<file path="src/verilog/rob_cfg_pkg.sv">
// sizing constants and index types for the reorder buffer, register file and predictor
package rob_cfg_pkg;

  // reorder buffer geometry
  localparam int rob_depth = 128;
  localparam int rob_id_w  = $clog2(rob_depth);

  typedef logic [rob_id_w-1:0] rob_id_t;
  // top bit is the wrap polarity, tells full from empty
  typedef logic [rob_id_w:0]   rob_ptr_t;

  // datapath
  localparam int xlen = 32;

  typedef logic [xlen-1:0] data_t;
  // word address, byte offset dropped
  typedef logic [xlen-1:2] pc_t;

  // architectural registers
  localparam int nregs = 32;

  typedef logic [$clog2(nregs)-1:0] reg_idx_t;
  // msb set means no destination
  typedef logic [$clog2(nregs):0]   rd_field_t;

  // branch counter table
  localparam int bptag_w    = 16;
  localparam int bp_entries = 2 ** bptag_w;

  typedef logic [bptag_w-1:0] bptag_t;

endpackage

</file>
<file path="src/verilog/arch_regs.sv">
// architectural register file, written at commit and read through one operand port
`timescale 1ns/1ps

module arch_regs (
  input  logic                  clk,
  input  logic                  rst_n,
  // commit from retirement
  input  logic                  commit,
  input  rob_cfg_pkg::reg_idx_t rd,
  input  rob_cfg_pkg::data_t    result,
  // operand read
  input  rob_cfg_pkg::reg_idx_t rs_addr,
  output rob_cfg_pkg::data_t    rs_data
);
  import rob_cfg_pkg::*;

  data_t regs [nregs];

  // x0 is never written
  always_ff @(posedge clk or negedge rst_n) begin
    if (!rst_n) begin
      for (int i = 0; i < nregs; i++) begin
        regs[i] <= '0;
      end
    end else if (commit && (rd != '0)) begin
      regs[rd] <= result;
    end
  end

  // x0 reads as zero
  assign rs_data = (rs_addr == '0) ? '0 : regs[rs_addr];

endmodule

</file>
<file path="config.mk">
export PLATFORM = sky130hd
export DESIGN_NAME = arch_regs
export DESIGN_NICKNAME = d
export VERILOG_FILES = /design/src/verilog/rob_cfg_pkg.sv /design/src/verilog/arch_regs.sv
export SDC_FILE = /design/constraint.sdc
export NUM_CORES = 1
export LEC_CHECK = 0
export BUFFER_PORTS_ARGS = -buffer_cell sky130_fd_sc_hd__buf_2
export CAP_MARGIN = 30
export CORE_MARGIN = 5
export CORE_UTILIZATION = 45
export DETAILED_ROUTE_END_ITERATION = 10
export PLACE_DENSITY = 0.61
export SLEW_MARGIN = 20
export SYNTH_ARGS = -nofsm -noshare
export SYNTH_HDL_FRONTEND = slang
export SYNTH_SLANG_ARGS = --single-unit
</file>
<file path="constraint.sdc">
create_clock -name clk -period 1.8 [get_ports clk]
set_clock_uncertainty 0.1 [all_clocks]
set_input_delay 0.18 -clock clk [delete_from_list [all_inputs] [get_ports clk]]
set_output_delay 0.18 -clock clk [all_outputs]
set_load 0.01 [all_outputs]
</file>
==> results_dict.tcl, run 1 <==
set metrics [dict create \
    synthTopCellsByArea "sky130_fd_sc_hd__dfrtp_1 55%, sky130_fd_sc_hd__mux2_2 24%, sky130_fd_sc_hd__mux4_2 11%" \
    fp.dieW_microns 331 \
    path_class "reg2out" \
    gp_congestion 0.816 \
    timing_worst_slew_pin_value_ns 0.843 \
    grt_setup_unrepaired "true" \
    design.die.area_sq_mm 0.110 \
    place_hpwl_microns 87300 \
    max_cap_violations 0 \
    min_delay_worst_endpoint "regs[842]$_DFFE_PN0P_" \
    timing.critical_path.cells "mux4_2, mux2_4, o21ai_2, a311oi_1, buf_4, buf_6" \
    sequentialPowerShare 0.477 \
    intPower_uw 46500 \
    hold_viol_final 0 \
    synthDominantCellAreaShare 0.552 \
    cts_num_sinks 1024 \
    worst-endpoint-required_ns 1.52 \
    clock_latency_on_the_worst_skew_pair_ns 0.68 \
    slack_of_the_critical_path_ns -0.823 \
    buffer_ports.inserted 76 \
    syn-mean-instance-area_sq_um 15.7 \
    largestRegisters "regs: 1024 flops" \
    largest_register "regs" \
    post_route_cells_drive_above_1_share 0.591 \
    cellLeakagePower_uw 0.0247 \
    final_net_count 3196 \
    gate_power_share 0.168 \
    place_worst_setup_slack_ns -0.764 \
    outcome "finished, violations left" \
    synth-seq-area-share 0.552 \
    r2r_slack_ns 0.81 \
    grt_max_degree 87 \
    r2r-start "regs[635]$_DFFE_PN0P_" \
    reg2regPathDepth 2 \
    globalRouteTotalUtil 0.253 \
    rr_endpoint "regs[635]$_DFFE_PN0P_" \
    clk_pin_slew_ns 0.06 \
    violations_in_the_final_reports "setup timing" \
    crit_fanout 2 \
    boundaryPins 77 \
    share_clk_of_total_power 0.355 \
    timing.final.setup_violations 32 \
    hold_path.startpoint "result[10]" \
    synth_area_sq_mm 0.0464 \
    cts_tree "yes" \
    clock-root-buffer "sky130_fd_sc_hd__clkbuf_16" \
    yosys.area.top_type "sky130_fd_sc_hd__dfrtp_1" \
    timing.slew.headroom 0.437 \
    synth_warnings 0 \
    p_sw_uw 15500 \
    syn_to_final_growth_pct 18.9 \
    postSynthCellCount 2949 \
    h_tree_levels 3 \
    flip_flop_count_of_the_largest_register_after_layout 1024 \
    grt.overflow.total 0 \
    die_height_microns 331 \
    switching_share 0.251 \
    antenna_found_initial 6 \
    cts-buffers-inserted 111 \
    drc 0 \
    syn_nets 2994 \
    post-route-min-period_ns 2.62 \
    route.antenna.remaining_nets 0 \
    netlist-cell-type-count 35 \
    worst-endpoint-arrival_ns 2.34 \
    hold_path.class "in2reg" \
    peakVddDrop_uv 796 \
    setup.worst_path.end_class "output pin" \
    initial_cell_density_of_the_core 0.454 \
    yosys_register_bits 1024 \
    power.density_mw_per_mm2 1120 \
    detailroute.via_count 27513 \
    route.final.wire_length_microns 137000 \
    route.detailed.wl_per_inst_microns 29.7 \
    critPathLaunchType "flip-flop" \
    design.core.area_sq_mm 0.102 \
    placement_rows 117 \
    timing.final.max_slew_violations 0 \
    critical-path-max-stage-delay_ns 0.48 \
    drt_first_iter_violations 1997 \
    critical_path.top_delay_family "multiplexers" \
    cp_num_buf_inv 2 \
    hold_crit_depth 2 \
    detailedRoute.firstPassIterationCount 5 \
    route.detailed.vias_per_inst 5.97 \
    achievable-frequency_mhz 381 \
    final_core_utilization 0.540 \
    clk_path_buf_depth 3 \
    cell_with_the_largest_stage_delay_on_the_worst_path "sky130_fd_sc_hd__mux4_2" \
    grt_pass1_vias 30194 \
    grt_pass1_wl_microns 205000 \
    timing.final.crit_share 1.46 \
]
[cell usage after synthesis]
master / count
sky130_fd_sc_hd__dfrtp_1: 1024
sky130_fd_sc_hd__mux2_2: 994
sky130_fd_sc_hd__mux4_2: 224
sky130_fd_sc_hd__clkbuf_1: 151
sky130_fd_sc_hd__buf_2: 105
sky130_fd_sc_hd__mux2i_1: 64
sky130_fd_sc_hd__o21ai_1: 52
sky130_fd_sc_hd__buf_4: 44
sky130_fd_sc_hd__nand2_1: 34
sky130_fd_sc_hd__nor2b_1: 33
sky130_fd_sc_hd__a211oi_1: 32
sky130_fd_sc_hd__a22oi_1: 32
sky130_fd_sc_hd__a311oi_1: 32
sky130_fd_sc_hd__mux2_1: 30
sky130_fd_sc_hd__a221oi_1: 22
sky130_fd_sc_hd__buf_6: 22
sky130_fd_sc_hd__nor2_1: 10
sky130_fd_sc_hd__nor2_2: 10
sky130_fd_sc_hd__o2111ai_1: 9
sky130_fd_sc_hd__nand3b_1: 4
sky130_fd_sc_hd__nor3b_1: 4
sky130_fd_sc_hd__o21ai_0: 3
sky130_fd_sc_hd__nand3_1: 2
sky130_fd_sc_hd__a221oi_2: 1
sky130_fd_sc_hd__and2_1: 1
sky130_fd_sc_hd__and2b_4: 1
sky130_fd_sc_hd__and3_1: 1
sky130_fd_sc_hd__and3b_1: 1
sky130_fd_sc_hd__inv_2: 1
sky130_fd_sc_hd__nand2b_1: 1
sky130_fd_sc_hd__nor3_1: 1
sky130_fd_sc_hd__or2_1: 1
sky130_fd_sc_hd__or2_2: 1
sky130_fd_sc_hd__or3b_1: 1
sky130_fd_sc_hd__or4_4: 1
[layout make-up]
class / count / area (sq um)
Timing Repair Buffer: 411 / 4460
Antenna cell: 2 / 5.00
Multi-Input combinational cell: 1602 / 19900
Fill cell: 8251 / 47000
Clock buffer: 176 / 3350
Tap cell: 1368 / 1710
Clock inverter: 25 / 186
Sequential cell: 1024 / 25600
Inverter: 1 / 5.00
[metrics by stage]
stage	std cells	hold slack, ns	setup TNS [ns]	cell area (sq um)	power, uW
after detailed placement	4384	-0.00515	-120.58	51000	40000
final	4609	0.0294	-22.90	55200	62000
after global routing	4608	0.0456	-25.23	55200	64700
after floorplan	2949	-0.216	0	46500	36400
after global placement	4384	-0.00520	-104.47	51000	39200
after CTS	4603	0.000288	-24.58	55100	62400
[routing by layer]
layer	track usage	wire length, microns	vias up
li1	-	-	11413
met1	0.348	59100	15143
met2	0.412	66200	715
met3	0.0433	6640	238
met4	0.0859	4810	4
met5	0	28	-
[placed cells by master, fill, tap and decap left out, drive strengths merged, types with 4 or more instances in the layout]
cell | Yosys | layout
a211oi | 32 | 32
a221oi | 23 | 23
a22oi | 32 | 32
a311oi | 32 | 32
buf | 171 | 390
clkbuf | 151 | 177
clkinv | 0 | 19
dfrtp | 1024 | 1024
dlygate4sd3 | 0 | 20
inv | 1 | 5
mux2 | 1024 | 1024
mux2i | 64 | 64
mux4 | 224 | 224
nand2 | 34 | 34
nand3b | 4 | 4
nor2 | 20 | 20
nor2b | 33 | 33
nor3b | 4 | 4
o2111ai | 9 | 9
o21ai | 55 | 55
[logic make-up (layout without fill, tap and decap cells)]
kind of cell | count (synthesis) | after routing | share of synthesized area
DFF | 1024 | 1024 | 0.552
other | 0 | 2 | 0
AOI/OAI and AO/OA | 183 | 183 | 0.0285
and+or+nand+nor | 107 | 107 | 0.0125
muxes | 1312 | 1312 | 0.371
buffers and inverters | 323 | 613 | 0.0361
[power by group through the flow]
stage / clock network, uW / logic [uW] / registers, uW
detailed placement: 0 / 10100 / 29900
global placement: 0 / 9670 / 29500
CTS: 22500 / 10400 / 29500
global route: 23500 / 11200 / 30000
floorplan: 0 / 7290 / 29100
finish: 22000 / 10400 / 29600
[worst max-delay path by stage]
stage | end | cells past startpoint | start
after global placement | rs_data[31] | 7 | rs_addr[1]
after global routing | rs_data[22] | 6 | regs[886]$_DFFE_PN0P_
after CTS | rs_data[19] | 6 | regs[595]$_DFFE_PN0P_
after floorplan | rs_data[11] | 7 | rs_addr[0]
after detailed placement | rs_data[31] | 7 | rs_addr[1]
final | rs_data[22] | 6 | regs[790]$_DFFE_PN0P_
[timing repair]
item | 4_1_cts | 5_1_grt
hold buffers | 21 | 0
resized for setup | 91 | 21
pin swaps | 17 | 9
endpoints found under the hold margin | 1349 | 0
buffers inserted | 1 | 4
endpoints found under the setup margin | 32 | 32
(Power assumes the default switching activity.)
==> run 2: changes to the inputs <==
==> constraint.sdc (replaced) <==
create_clock -name clk -period 1.8 [get_ports clk]
set_clock_uncertainty 0.1 [all_clocks]
set_input_delay 0.09 -clock clk [delete_from_list [all_inputs] [get_ports clk]]
set_output_delay 0.09 -clock clk [all_outputs]
set_load 0.01 [all_outputs]
==> run 2 against run 1 <==
The run still ends with setup timing left. Count of clock-buffer cells in the layout decreased by 27. Critical path depth unchanged. Clock power increased by 5%. Sequential cell count unchanged. Combinational power about the same. Die area unchanged. Non-clock buffer count increased by 11. Total power increased by 2.1%. First-iteration DRC count decreased by 12%. Cell area increased by 0.62%. Critical endpoint is now rs_data[13]. Largest cell class unchanged.
==> results_dict.tcl, run 2 (synthesis gave the netlist of run 1 again) <==
set metrics [dict create \
    outcome "finished, violations left" \
    violations_in_the_final_reports "setup timing" \
    layout_commonest_cell "sky130_fd_sc_hd__dfrtp_1" \
    timing.final.crit_share 1.43 \
    final_net_count 3204 \
    largestRegisters "regs: 1024 flops" \
    placement_rows 117 \
    critPathLaunchType "flip-flop" \
    clk_pin_slew_ns 0.06 \
    cellLeakagePower_uw 0.0248 \
    ff_latch_area_sq_mm 0.0256 \
    cp-startpoint "regs[589]$_DFFE_PN0P_" \
    timing.slew.headroom 0.511 \
    timing.final.setup_violations 32 \
    syn_to_final_growth_pct 19.7 \
    fp.dieW_microns 331 \
    peakVddDrop_uv 785 \
    grt_pass1_wl_microns 202000 \
    die_height_microns 331 \
    gate_power_share 0.167 \
    power.density_mw_per_mm2 1140 \
    detailedRoute.firstPassIterationCount 5 \
    cts_tree "yes" \
    setup.worst_path.end_class "output pin" \
    worst-endpoint-arrival_ns 2.38 \
    timing_worst_slew_pin_value_ns 0.731 \
    hold_viol_final 0 \
    timing.final.max_slew_violations 0 \
    hold_path.class "in2reg" \
    post_route_cells_drive_above_1_share 0.598 \
    share_clk_of_total_power 0.366 \
    grt_pass1_vias 30186 \
    route.final.wire_length_microns 134000 \
    p_sw_uw 15700 \
    largest_register "regs" \
    cts-buffers-inserted 108 \
    achievable-frequency_mhz 389 \
    route.antenna.remaining_nets 0 \
    reg2regPathDepth 3 \
    r2r_slack_ns 0.66 \
    drt_first_iter_violations 1758 \
    design.core.area_sq_mm 0.102 \
    route.detailed.vias_per_inst 5.98 \
    clk_path_buf_depth 3 \
    multiInputGateArea_sq_mm 0.0201 \
    switching_share 0.248 \
    globalRouteTotalUtil 0.247 \
    cts_num_sinks 1024 \
    initial_cell_density_of_the_core 0.454 \
    h_tree_levels 3 \
    slack_of_the_critical_path_ns -0.770 \
    clock_latency_on_the_worst_skew_pair_ns 0.68 \
    grt_max_degree 78 \
    holdWs_ns 0.0525 \
    max_cap_violations 0 \
    final_core_utilization 0.544 \
    place_hpwl_microns 86200 \
    place_worst_setup_slack_ns -0.591 \
    clock-root-buffer "sky130_fd_sc_hd__clkbuf_16" \
    gp_congestion 0.804 \
    rr_endpoint "regs[586]$_DFFE_PN0P_" \
    drc 0 \
    fill_cells 8212 \
    layout.cells.most_common_list "1,024 x sky130_fd_sc_hd__dfrtp_1, 968 x sky130_fd_sc_hd__mux2_2, 224 x sky130_fd_sc_hd__mux4_2, 211 x sky130_fd_sc_hd__buf_4, 109 x sky130_fd_sc_hd__clkbuf_16" \
    detailroute.via_count 27616 \
    grt.overflow.total 0 \
    grt_setup_unrepaired "true" \
    worst-endpoint-required_ns 1.61 \
    crit_end "rs_data[13]" \
    sequentialPowerShare 0.467 \
    boundaryPins 77 \
    post-route-min-period_ns 2.57 \
    intPower_uw 47600 \
    route.detailed.wl_per_inst_microns 29.0 \
    antenna_found_initial 6 \
    design.die.area_sq_mm 0.110 \
    r2r-start "regs[586]$_DFFE_PN0P_" \
    flip_flop_count_of_the_largest_register_after_layout 1024 \
    crit_fanout 2 \
    buffer_ports.inserted 76 \
    path_class "reg2out" \
]
## run 2: repair_timing
action	in CTS	in global routing
hold buffers	35	1
pin swaps	23	24
cloned	0	0
endpoints found under the setup margin	32	113
endpoints found under the hold margin	2016	63
gates resized for setup	110	58
setup buffers	8	5
## run 2: power by group through the flow
stage / Combinational (uW) / Sequential (uW) / Clock [uW]
floorplan: 7210 / 29100 / 0
global placement: 9640 / 29500 / 0
detailed placement: 10000 / 29900 / 0
CTS: 10500 / 29500 / 23600
global route: 11400 / 30000 / 24500
finish: 10600 / 29600 / 23100
## run 2: worst max-delay path, stage by stage (launching register included)
cell                       delay, ns
sky130_fd_sc_hd__dfrtp_1        0.39
sky130_fd_sc_hd__mux4_2         0.48
sky130_fd_sc_hd__mux2_4         0.28
sky130_fd_sc_hd__o21ai_2        0.13
sky130_fd_sc_hd__a311oi_1       0.08
sky130_fd_sc_hd__buf_4          0.21
sky130_fd_sc_hd__buf_2          0.13
## run 2: stage by stage
step | cells | total power, uW | area (sq um) | TNS, ns
6_report | 4618 | 63300 | 55500 | -20.44
2_1_floorplan | 2949 | 36300 | 46400 | 0
5_1_grt | 4615 | 65900 | 55500 | -22.55
4_1_cts | 4611 | 63600 | 55200 | -22.24
3_5_place_dp | 4391 | 39900 | 50700 | -40.74
3_3_place_gp | 4390 | 39100 | 50700 | -31.56
## run 2: cell type report
class,count,share of cell area
antenna,5,0.000225
clock buffer,149,0.0558
multi-input combinational,1602,0.361
timing repair buffer,422,0.0799
tap,1368,0.0308
sequential,1024,0.461
inverter,1,0.0000901
clock inverter,47,0.0108
## run 2: worst min path at each step
stage	startpoint	endpoint	slack, ns	depth (start not counted)
2_1_floorplan	rst_n	regs[0]$_DFFE_PN0P_	-0.31	0
3_3_place_gp	rst_n	regs[535]$_DFFE_PN0P_	-0.14	1
3_5_place_dp	rst_n	regs[535]$_DFFE_PN0P_	-0.14	1
4_1_cts	rd[2]	regs[504]$_DFFE_PN0P_	0.002	5
5_1_grt	rd[2]	regs[506]$_DFFE_PN0P_	0.06	5
6_report	rd[2]	regs[504]$_DFFE_PN0P_	0.05	5
## run 2: routing by layer
metal,track usage,vias to the layer above,routed length (microns)
met5,0,-,13
met1,0.348,15271,59100
met2,0.402,721,64600
li1,-,11422,-
met4,0.0719,2,3640
met3,0.0399,200,6620
