**src/verilog/rob_cfg_pkg.sv**
```systemverilog
// sizing constants and index types for the reorder buffer, register file and predictor
package rob_cfg_pkg;

  // reorder buffer geometry
  localparam int rob_depth = 128;
  localparam int rob_id_w  = $clog2(rob_depth);

  typedef logic [rob_id_w-1:0] rob_id_t;
  // top bit is the wrap polarity, tells full from empty
  typedef logic [rob_id_w:0]   rob_ptr_t;

  // datapath
  localparam int xlen = 32;

  typedef logic [xlen-1:0] data_t;
  // word address, byte offset dropped
  typedef logic [xlen-1:2] pc_t;

  // architectural registers
  localparam int nregs = 32;

  typedef logic [$clog2(nregs)-1:0] reg_idx_t;
  // msb set means no destination
  typedef logic [$clog2(nregs):0]   rd_field_t;

  // branch counter table
  localparam int bptag_w    = 16;
  localparam int bp_entries = 2 ** bptag_w;

  typedef logic [bptag_w-1:0] bptag_t;

endpackage

```
**src/verilog/rob_op_pkg.sv**
```systemverilog
// retire-op encoding, exception cause codes and the trap vector reset value
package rob_op_pkg;

  // retire op as carried with each instruction
  localparam int retop_w = 7;

  typedef logic [retop_w-1:0] retop_t;

  // conditional branch, trained at retire
  localparam int retop_branch = 6;
  // branch taken when result bit 0 is clear
  localparam int retop_invert = 5;
  // unconditional jump, always redirects
  localparam int retop_jump   = 4;
  // store, released to memory at retire
  localparam int retop_store  = 3;
  // bits 2..0 belong to the execution units and are ignored here

  // exception causes
  localparam int ecause_w = 5;

  typedef logic [ecause_w-1:0] ecause_t;
  // decode only reports the low causes, widened on insert
  typedef logic [1:0]          decode_ecause_t;

  localparam ecause_t cause_misaligned = 5'd0;
  localparam ecause_t cause_fault      = 5'd1;
  localparam ecause_t cause_illegal    = 5'd2;

  // trap vector after reset, word address of byte 0x100
  localparam rob_cfg_pkg::pc_t mtvec_reset = 30'h0000_0040;

endpackage

```
**src/verilog/trap_csr.sv**
```systemverilog
// trap CSRs (mtvec, mepc, mcause) and the retired instruction counter
`timescale 1ns/1ps

module trap_csr (
  input  logic                clk,
  input  logic                rst_n,
  // from retirement
  input  logic                ret_valid,
  input  logic                trap,
  input  rob_cfg_pkg::pc_t    epc,
  input  rob_op_pkg::ecause_t ecause,
  // CSR state
  output rob_cfg_pkg::pc_t    tvec,
  output rob_cfg_pkg::pc_t    mepc,
  output rob_op_pkg::ecause_t mcause,
  output logic [63:0]         instret
);
  import rob_cfg_pkg::*;
  import rob_op_pkg::*;

  // traps always vector to the reset value
  assign tvec = mtvec_reset;

  // trap record
  always_ff @(posedge clk or negedge rst_n) begin
    if (!rst_n) begin
      mepc   <= '0;
      mcause <= '0;
    end else if (trap) begin
      mepc   <= epc;
      mcause <= ecause;
    end
  end

  // trapped instructions do not count as retired
  always_ff @(posedge clk or negedge rst_n) begin
    if (!rst_n) begin
      instret <= '0;
    end else if (ret_valid) begin
      instret <= instret + 64'd1;
    end
  end

endmodule

```
**config.mk**
```make
export PLATFORM = sky130hd
export DESIGN_NAME = trap_csr
export DESIGN_NICKNAME = d
export VERILOG_FILES = /design/src/verilog/rob_cfg_pkg.sv /design/src/verilog/rob_op_pkg.sv /design/src/verilog/trap_csr.sv
export SDC_FILE = /design/constraint.sdc
export NUM_CORES = 1
export LEC_CHECK = 0
export ABC_AREA = 1
export BUFFER_PORTS_ARGS = -buffer_cell sky130_fd_sc_hd__buf_2
export CAP_MARGIN = 20
export CORE_UTILIZATION = 45
export CTS_CLUSTER_SIZE = 25
export DETAILED_ROUTE_END_ITERATION = 7
export PLACE_DENSITY = 0.68
export SLEW_MARGIN = 40
export SYNTH_ARGS = -nofsm -noshare
export SYNTH_HDL_FRONTEND = slang
export SYNTH_SLANG_ARGS = --single-unit
```
**constraint.sdc**
```tcl
create_clock -name clk -period 2 [get_ports clk]
set_input_delay 0.4 -clock clk [delete_from_list [all_inputs] [get_ports clk]]
set_output_delay 0.4 -clock clk [all_outputs]
set_load 0.02 [all_outputs]
```
==> results of run 1 <==
-- flip-flops by register name, summed over array words and instances (netlist names) --
register  count
mepc         30
mcause        5
instret      64
-- cells in the mapped netlist (2+ instances only) --
master | number | area, sq um
buf_4 | 30 | 225
buf_2 | 4 | 20.0
dfrtp_1 | 99 | 2480
xor2_1 | 25 | 219
nand3_2 | 3 | 30.0
inv_1 | 58 | 218
nor2_4 | 4 | 45.0
and2_1 | 3 | 18.8
nor2_1 | 92 | 345
nand2_1 | 152 | 571
nor2_2 | 13 | 81.3
nand2_2 | 4 | 25.0
mux2_2 | 35 | 394
nand3b_1 | 5 | 37.5
conb_1 | 2 | 7.51
xnor2_1 | 24 | 210
nand3_1 | 26 | 130
nor3_1 | 6 | 30.0
nand4_1 | 23 | 144
-- layout make-up --
cell class                 instances  area, sq um
multi-input combinational        452         2470
inverter                          59          221
clock inverter                     6         73.8
fill                            1090         5040
timing repair buffer             145          773
tap                              143          179
sequential                        99         2480
clock buffer                      10          229
-- worst max path at each step --
stage	start	end	slack, ps	cells past startpoint
CTS	instret[0]	instret[44]	180	9
global placement	instret[0]	instret[44]	240	9
finish	instret[0]	instret[44]	160	9
floorplan	instret[0]	instret[56]	350	10
global route	instret[0]	instret[28]	40	8
detailed placement	instret[0]	instret[44]	190	9
-- layer usage --
layer / routed length [um] / global-route usage [%] / part of all wire (%) / vias up
met4: 327 / 9.87 / 2.5 / 0
met2: 6260 / 37.2 / 47 / 150
met1: 5980 / 30.4 / 45 / 2065
met5: 0 / 0 / 0 / -
li1: - / - / - / 2195
met3: 742 / 3.62 / 5.6 / 22
-- worst max-delay path, stage by stage (launching register included) --
cell and delay, ps:
dfrtp_1 440, ha_1 240, inv_1 70, nor2_2 180, nand2_2 110, nor2_1 110, nand2_1 60, nor2_2 240
nand2_1 120, xor2_1 150
-- per-stage QoR --
step	worst slack, ps	total power (W)	util (%)	area [sq um]	hold WS (ps)
after global placement	245	0.00303	53.4	6120	386
after floorplan	346	0.00281	-	5420	104
after detailed placement	188	0.00306	53.4	6120	390
final	158	0.00479	56.0	6420	0.650
after CTS	177	0.00485	56.0	6420	13.7
after global routing	35.4	0.00501	56.0	6420	39.0
-- where the power goes --
group          total, W  switching (W)  internal (W)
sequential      0.00227       0.000128       0.00214
combinational  0.000744       0.000475      0.000269
clock           0.00178       0.000794      0.000986
-- kinds of logic (layout without fill, tap and decap cells) --
logic type	count (synthesis)	after routing	synth area share, %
compound gates	1	1	0.0941
other cells	2	30	0.141
fa+ha+maj	1	1	0.236
xor+xnor	49	49	8.08
flops	99	99	46.6
simple gates	336	336	28.5
buf+inv	94	220	8.86
mux	35	35	7.42
==> flow_metrics.tcl, run 1 <==
set metrics [dict create \
    avgSynthCellArea_sq_um 8.61 \
    wl_per_cell_um 14.6 \
    grt_max_degree 39 \
    p_leak_nw 3.12 \
    numCtsBuffers 9 \
    vias_per_cell 4.85 \
    setup_viol_count_final 0 \
    die_area_sq_um 12200 \
    r2r_end "instret[44]" \
    portBuffers 137 \
    r2r_start "instret[0]" \
    reg2reg_slack_ps 160 \
    die_w_um 111 \
    drive_gt1_share_pct 28.9 \
    tns_ps 0 \
    final_max_slew_viol_count 0 \
    syn_inst 617 \
    rsz0062_at_grt "no" \
    fp.coreArea_sq_um 11500 \
    grt_pass1_wl_um 22100 \
    ys_seq_area_share_pct 46.6 \
    grt_pass1_vias 4312 \
    die_h_um 111 \
    nets 806 \
    start_util_pct 46.3 \
    vias 4432 \
    synth_edf_count 0 \
    cap_violations 0 \
    hold_class "in2async" \
    cp.arrival_ps 2080 \
    period_needed_ps 1840 \
    synthArstFlopShare_pct 100 \
    wl_um 13300 \
    cts_tree "yes" \
    status "finished, final reports clean" \
    cts_setup_buffers 0 \
    vdd_drop_max_v 0.000587 \
    num_rows 39 \
    fmaxAchievable_ghz 0.543 \
    remaining_drc_errors 0 \
    hpwl_um 10800 \
    ys_seq_elements 99 \
    yosys_warnings 0 \
    antenna_found_initial 0 \
    cts_hold_buf 0 \
    fin_skew_ps 12.7 \
    layout_commonest_cell "nand2_1" \
    clk_latency_ps 360 \
    layout_common_cells "152 x nand2_1, 136 x buf_2, 99 x dfrtp_1, 92 x nor2_1, 58 x inv_1" \
    cts_root_buf "clkbuf_16" \
    placedCellCount 898 \
    overflow 0 \
    synth_ff_type "dfrtp_1" \
    path_clk_slew_ps 80 \
    synth_area_sq_um 5310 \
    first_pass_iters 4 \
    cts_htree_levels 3 \
    crit_fanout 4 \
    track_usage_pct 22.9 \
    p_per_area_nw_per_um2 746 \
    fin_crit_sh_pct 92.1 \
    r2r_cells 9 \
    layoutNonFillerInstCount 914 \
    synth.distinct_cells 28 \
    critPathKind "reg2reg" \
    io_pins 168 \
    cts_sinks 99 \
    area_growth_pct 20.9 \
    gp_congestion 0.904 \
    cp-end-kind "flip-flop" \
    drt-initial-drc-count 210 \
    ant_nets 0 \
    post_cts_resized 0 \
    finalHoldViolCount 0 \
    max-clock-path-buffers 2 \
    critical_path_required_ps 2240 \
    critPathLaunchType "flip-flop" \
    num_antenna_cells 0 \
]
Note: power is estimated with default switching activity, not from simulation.
==> run 2, diff against run 1 <==
Settings changed: SKIP_LAST_GASP set to 1.
Clock period 2 ns to 1.9 ns, I/O delays scaled along.
==> flow_metrics.tcl, run 2 (synthesized netlist as in run 1, its figures left out) <==
set metrics [dict create \
    cp.arrival_ps 2010 \
    drt-initial-drc-count 297 \
    nets 805 \
    grt_pass1_vias 4192 \
    p_per_area_nw_per_um2 783 \
    largest_registers "instret: 64 flops, mepc: 30 flops, mcause: 5 flops" \
    timing.final.ws_setup_ps 127 \
    fin_crit_sh_pct 93.3 \
    layout_common_cells "152 x nand2_1, 136 x buf_2, 99 x dfrtp_1, 92 x nor2_1, 58 x inv_1" \
    first_pass_iters 5 \
    total_power_w 0.00502 \
    cp-end-kind "flip-flop" \
    drive_gt1_share_pct 28.8 \
    start_util_pct 46.3 \
    fp.coreArea_sq_um 11500 \
    max-clock-path-buffers 2 \
    setup_viol_count_final 0 \
    vias 4434 \
    fin_util_pct 55.9 \
    finalHoldViolCount 0 \
    overflow 0 \
    worst_hold_slack_ps 77.8 \
    hpwl_um 10700 \
    numCtsBuffers 9 \
    cts_root_buf "clkbuf_16" \
    die_area_sq_um 12200 \
    grt_pass1_wl_um 21500 \
    portBuffers 137 \
    period_needed_ps 1770 \
    status "finished, final reports clean" \
    placedCellCount 897 \
    critical_path_required_ps 2140 \
    vias_per_cell 4.86 \
    num_rows 39 \
    slew_headroom_pct 65.2 \
    area_growth_pct 20.7 \
    fmaxAchievable_ghz 0.564 \
    track_usage_pct 22.5 \
    die_h_um 111 \
    ant_nets 0 \
    fin_skew_ps 7.15 \
    clk_latency_ps 350 \
    cts_tree "yes" \
    tightest_slew_ps 522 \
    p_leak_nw 3.11 \
    regMostFlops "instret" \
    critPathLaunchType "flip-flop" \
    cts_htree_levels 3 \
    largest_reg_flops 64 \
    wl_um 13400 \
    remaining_drc_errors 0 \
    dp_slack_ps 90.2 \
    cts_sinks 99 \
    rsz0062_at_grt "yes" \
    layout_commonest_cell "nand2_1" \
    io_pins 168 \
    final_max_slew_viol_count 0 \
    vdd_drop_max_v 0.000626 \
    gp_congestion 0.993 \
    critPathKind "reg2reg" \
    path_clk_slew_ps 70 \
    hold_class "in2async" \
    cap_violations 0 \
    crit_fanout 5 \
    die_w_um 111 \
    cts_setup_buffers 0 \
    num_antenna_cells 0 \
    wl_per_cell_um 14.7 \
    antenna_found_initial 0 \
    grt_max_degree 100 \
    layoutNonFillerInstCount 913 \
]
-- run 2: cell count changes in the layout (fill, tap and decap cells not counted), sizes merged --
cell    before  now
clkinv       1    0
buf        145  144
inv         61   62
-- run 2: worst max-delay path: stages (launching register included) --
cell     delay [ps]
dfrtp_1         420
ha_1            220
inv_1            60
nor2_2          180
nand3_2         190
nor3_2          350
nand2_1         100
nand2_1          70
nand2_1          50
-- run 2: cell type report --
cell class	count	area, sq um
clock buffers	10	229
clock inverters	6	71.3
inverters	59	221
fillers	1057	5060
repair buffers	144	753
well taps	143	179
flip-flops and latches	99	2480
multi-input cells	452	2480
-- run 2: path summary, 6_finish.rpt --
check / from / to / slack, ps / cells past startpoint
max reg2reg: instret[0] / instret[48] / 130 / 8
min: rst_n / mepc[12] / 80 / 2
min reg2reg: instret[63] / instret[63] / 470 / 1
max: instret[0] / instret[48] / 130 / 8
max in group asynchronous: rst_n / instret[29] / 1430 / 2
min in group clk: epc[9] / mepc[9] / 260 / 2
-- run 2: what timing repair did --
item                       in CTS  in global routing
resized for setup               0                  2
setup endpoints to repair       0                  6
hold buffers                    0                  0
-- run 2: report_power, final --
| part | switching (W) | leakage [nW] | internal (W) | total, W |
|---|---|---|---|---|
| registers | 0.000138 | 1.26 | 0.00225 | 0.00239 |
| logic | 0.000498 | 1.71 | 0.000278 | 0.000776 |
| clock network | 0.000819 | 0.140 | 0.00104 | 0.00185 |
-- run 2: metal layers --
metal / global-route usage (%) / wire [um] / vias up
met1: 30.1 / 6000 / 2049
met4: 9.42 / 233 / 0
li1: - / - / 2181
met5: 0 / 0 / -
met3: 4.12 / 890 / 16
met2: 35.9 / 6270 / 188
-- run 2: per-stage QoR --
stage | area [sq um] | TNS (ps)
final | 6410 | 0
after global routing | 6410 | -8.76
after CTS | 6400 | 0
after detailed placement | 6100 | 0
after global placement | 6100 | 0
after floorplan | 5420 | 0
==> run 3, diff against run 2 <==
Settings changed: PLACE_DENSITY 0.68 to 0.71.
Clock period 1.9 ns to 1.4 ns, I/O delays scaled along.
==> flow_metrics.tcl, run 3 (synthesized netlist as in run 1, its figures left out) <==
set metrics [dict create \
    status "finished with violations" \
    violations "setup timing" \
    critPathKind "reg2reg" \
    placedCellCount 1013 \
    fp.coreArea_sq_um 11500 \
    layout_common_cells "135 x nand2_1, 130 x buf_2, 127 x buf_4, 66 x dfrtp_1, 61 x nor2_1" \
    p_leak_nw 3.88 \
    fin_skew_ps 9.94 \
    grt_pass1_vias 5020 \
    clk_latency_ps 350 \
    crit_top_cell "nand2_1" \
    largest_registers "instret: 64 flops, mepc: 30 flops, mcause: 5 flops" \
    rsz0062_at_grt "yes" \
    cap_violations 0 \
    crit_fanout 5 \
    period_needed_ps 1640 \
    worst_hold_slack_ps 167 \
    critical_path_required_ps 1640 \
    area_growth_pct 49.0 \
    nets 942 \
    final_max_slew_viol_count 0 \
    gp_congestion 0.927 \
    setup_viol_count_final 55 \
    num_rows 39 \
    worstPathCellList "ha_4 > inv_2 > nor2_4 > nand3_4 > nor3_4 > nand2_1 > nand2_1 > nand2_1" \
    num_antenna_cells 0 \
    fin_util_pct 69.0 \
    hold_class "in2reg" \
    cts_root_buf "clkbuf_16" \
    vias 5209 \
    wl_per_cell_um 14.9 \
    r2r_cells 8 \
    timing.final.ws_setup_ps -238 \
    track_usage_pct 25.6 \
    tns_ps -7200 \
    drt-initial-drc-count 323 \
    grt_max_degree 37 \
    layout_commonest_cell "nand2_1" \
    critPathLaunchType "flip-flop" \
    cp.arrival_ps 1870 \
    cts_htree_levels 3 \
    worstHoldStart "epc[0]" \
    ant_nets 0 \
    first_pass_iters 5 \
    vdd_drop_max_v 0.000931 \
    wl_um 15600 \
    r2r_end "instret[48]" \
    path_clk_slew_ps 70 \
    vias_per_cell 4.96 \
    grt_pass1_wl_um 25000 \
    remaining_drc_errors 0 \
    regMostFlops "instret" \
    largest_reg_flops 64 \
    crit_start "instret[1]" \
    start_util_pct 46.3 \
    hpwl_um 11500 \
    die_area_sq_um 12200 \
    dp_slack_ps -211 \
    numCtsBuffers 9 \
    p_per_area_nw_per_um2 881 \
    drive_gt1_share_pct 49.9 \
    min_to "mepc[0]" \
    max_stage_delay_ps 420 \
    portBuffers 137 \
    cts_tree "yes" \
    max-clock-path-buffers 2 \
    fmaxAchievable_ghz 0.611 \
    overflow 0 \
    crit_buf_inv 1 \
    die_h_um 111 \
    reg2reg_slack_ps -240 \
    cp_slowest_cell "dfrtp_2" \
    min_delay_path_depth 2 \
    fin_crit_sh_pct 117 \
    io_pins 168 \
    antenna_found_initial 0 \
    fill_cells 888 \
    crit_family "simple AND/OR/NAND/NOR gates" \
    finalHoldViolCount 0 \
    layoutNonFillerInstCount 1050 \
    cp-end-kind "flip-flop" \
    cts_sinks 99 \
    r2r_start "instret[1]" \
    die_w_um 111 \
]
==> run 3: how the worst max path moves through the flow <==
stage	slack, ps	depth (start not counted)	to
floorplan	-70	9	instret[44]
global placement	-190	7	instret[53]
detailed placement	-210	8	instret[48]
CTS	-150	8	instret[54]
global route	-300	10	instret[56]
finish	-240	8	instret[48]
==> run 3: final cells by class <==
| class | instances | area, sq um | share of cell area [%] |
|---|---|---|---|
| multi-input cells | 452 | 2830 | 35.7 |
| flip-flops and latches | 99 | 2520 | 31.8 |
| repair buffers | 281 | 1900 | 24.0 |
| clock buffers | 14 | 254 | 3.21 |
| inverters | 59 | 226 | 2.86 |
| well taps | 143 | 179 | 2.26 |
| clock inverters | 2 | 12.5 | 0.158 |
==> run 3: power by group <==
group          internal (W)  switching, W  total, W
sequential          0.00308      0.000162   0.00324
clock               0.00125       0.00104   0.00229
combinational      0.000615      0.000833   0.00145
total               0.00495       0.00203   0.00698
==> run 3: per-stage QoR <==
stage / total power [W] / instance area [sq um]
6_report: 0.00698 / 7920
5_1_grt: 0.00729 / 7920
4_1_cts: 0.00700 / 7650
3_5_place_dp: 0.00464 / 7070
3_3_place_gp: 0.00459 / 7070
2_1_floorplan: 0.00410 / 5490
==> run 3: layer usage <==
metal / global-route usage [%] / vias up / wire length (um) / part of all wire [%]
met2: 41.2 / 221 / 7450 / 48
li1: - / 2463 / - / -
met4: 10.5 / 0 / 433 / 2.8
met5: 0 / - / 0 / 0
met1: 34.8 / 2490 / 6780 / 43
met3: 3.73 / 35 / 940 / 6.0
==> run 3: repair_timing <==
action                                 in CTS  in global routing
setup endpoints to repair                  55                 64
setup buffers                              13                 12
endpoints found under the hold margin      18                  0
resized for setup                          62                 55
pin swaps                                  15                 27
hold buffers                                1                  0
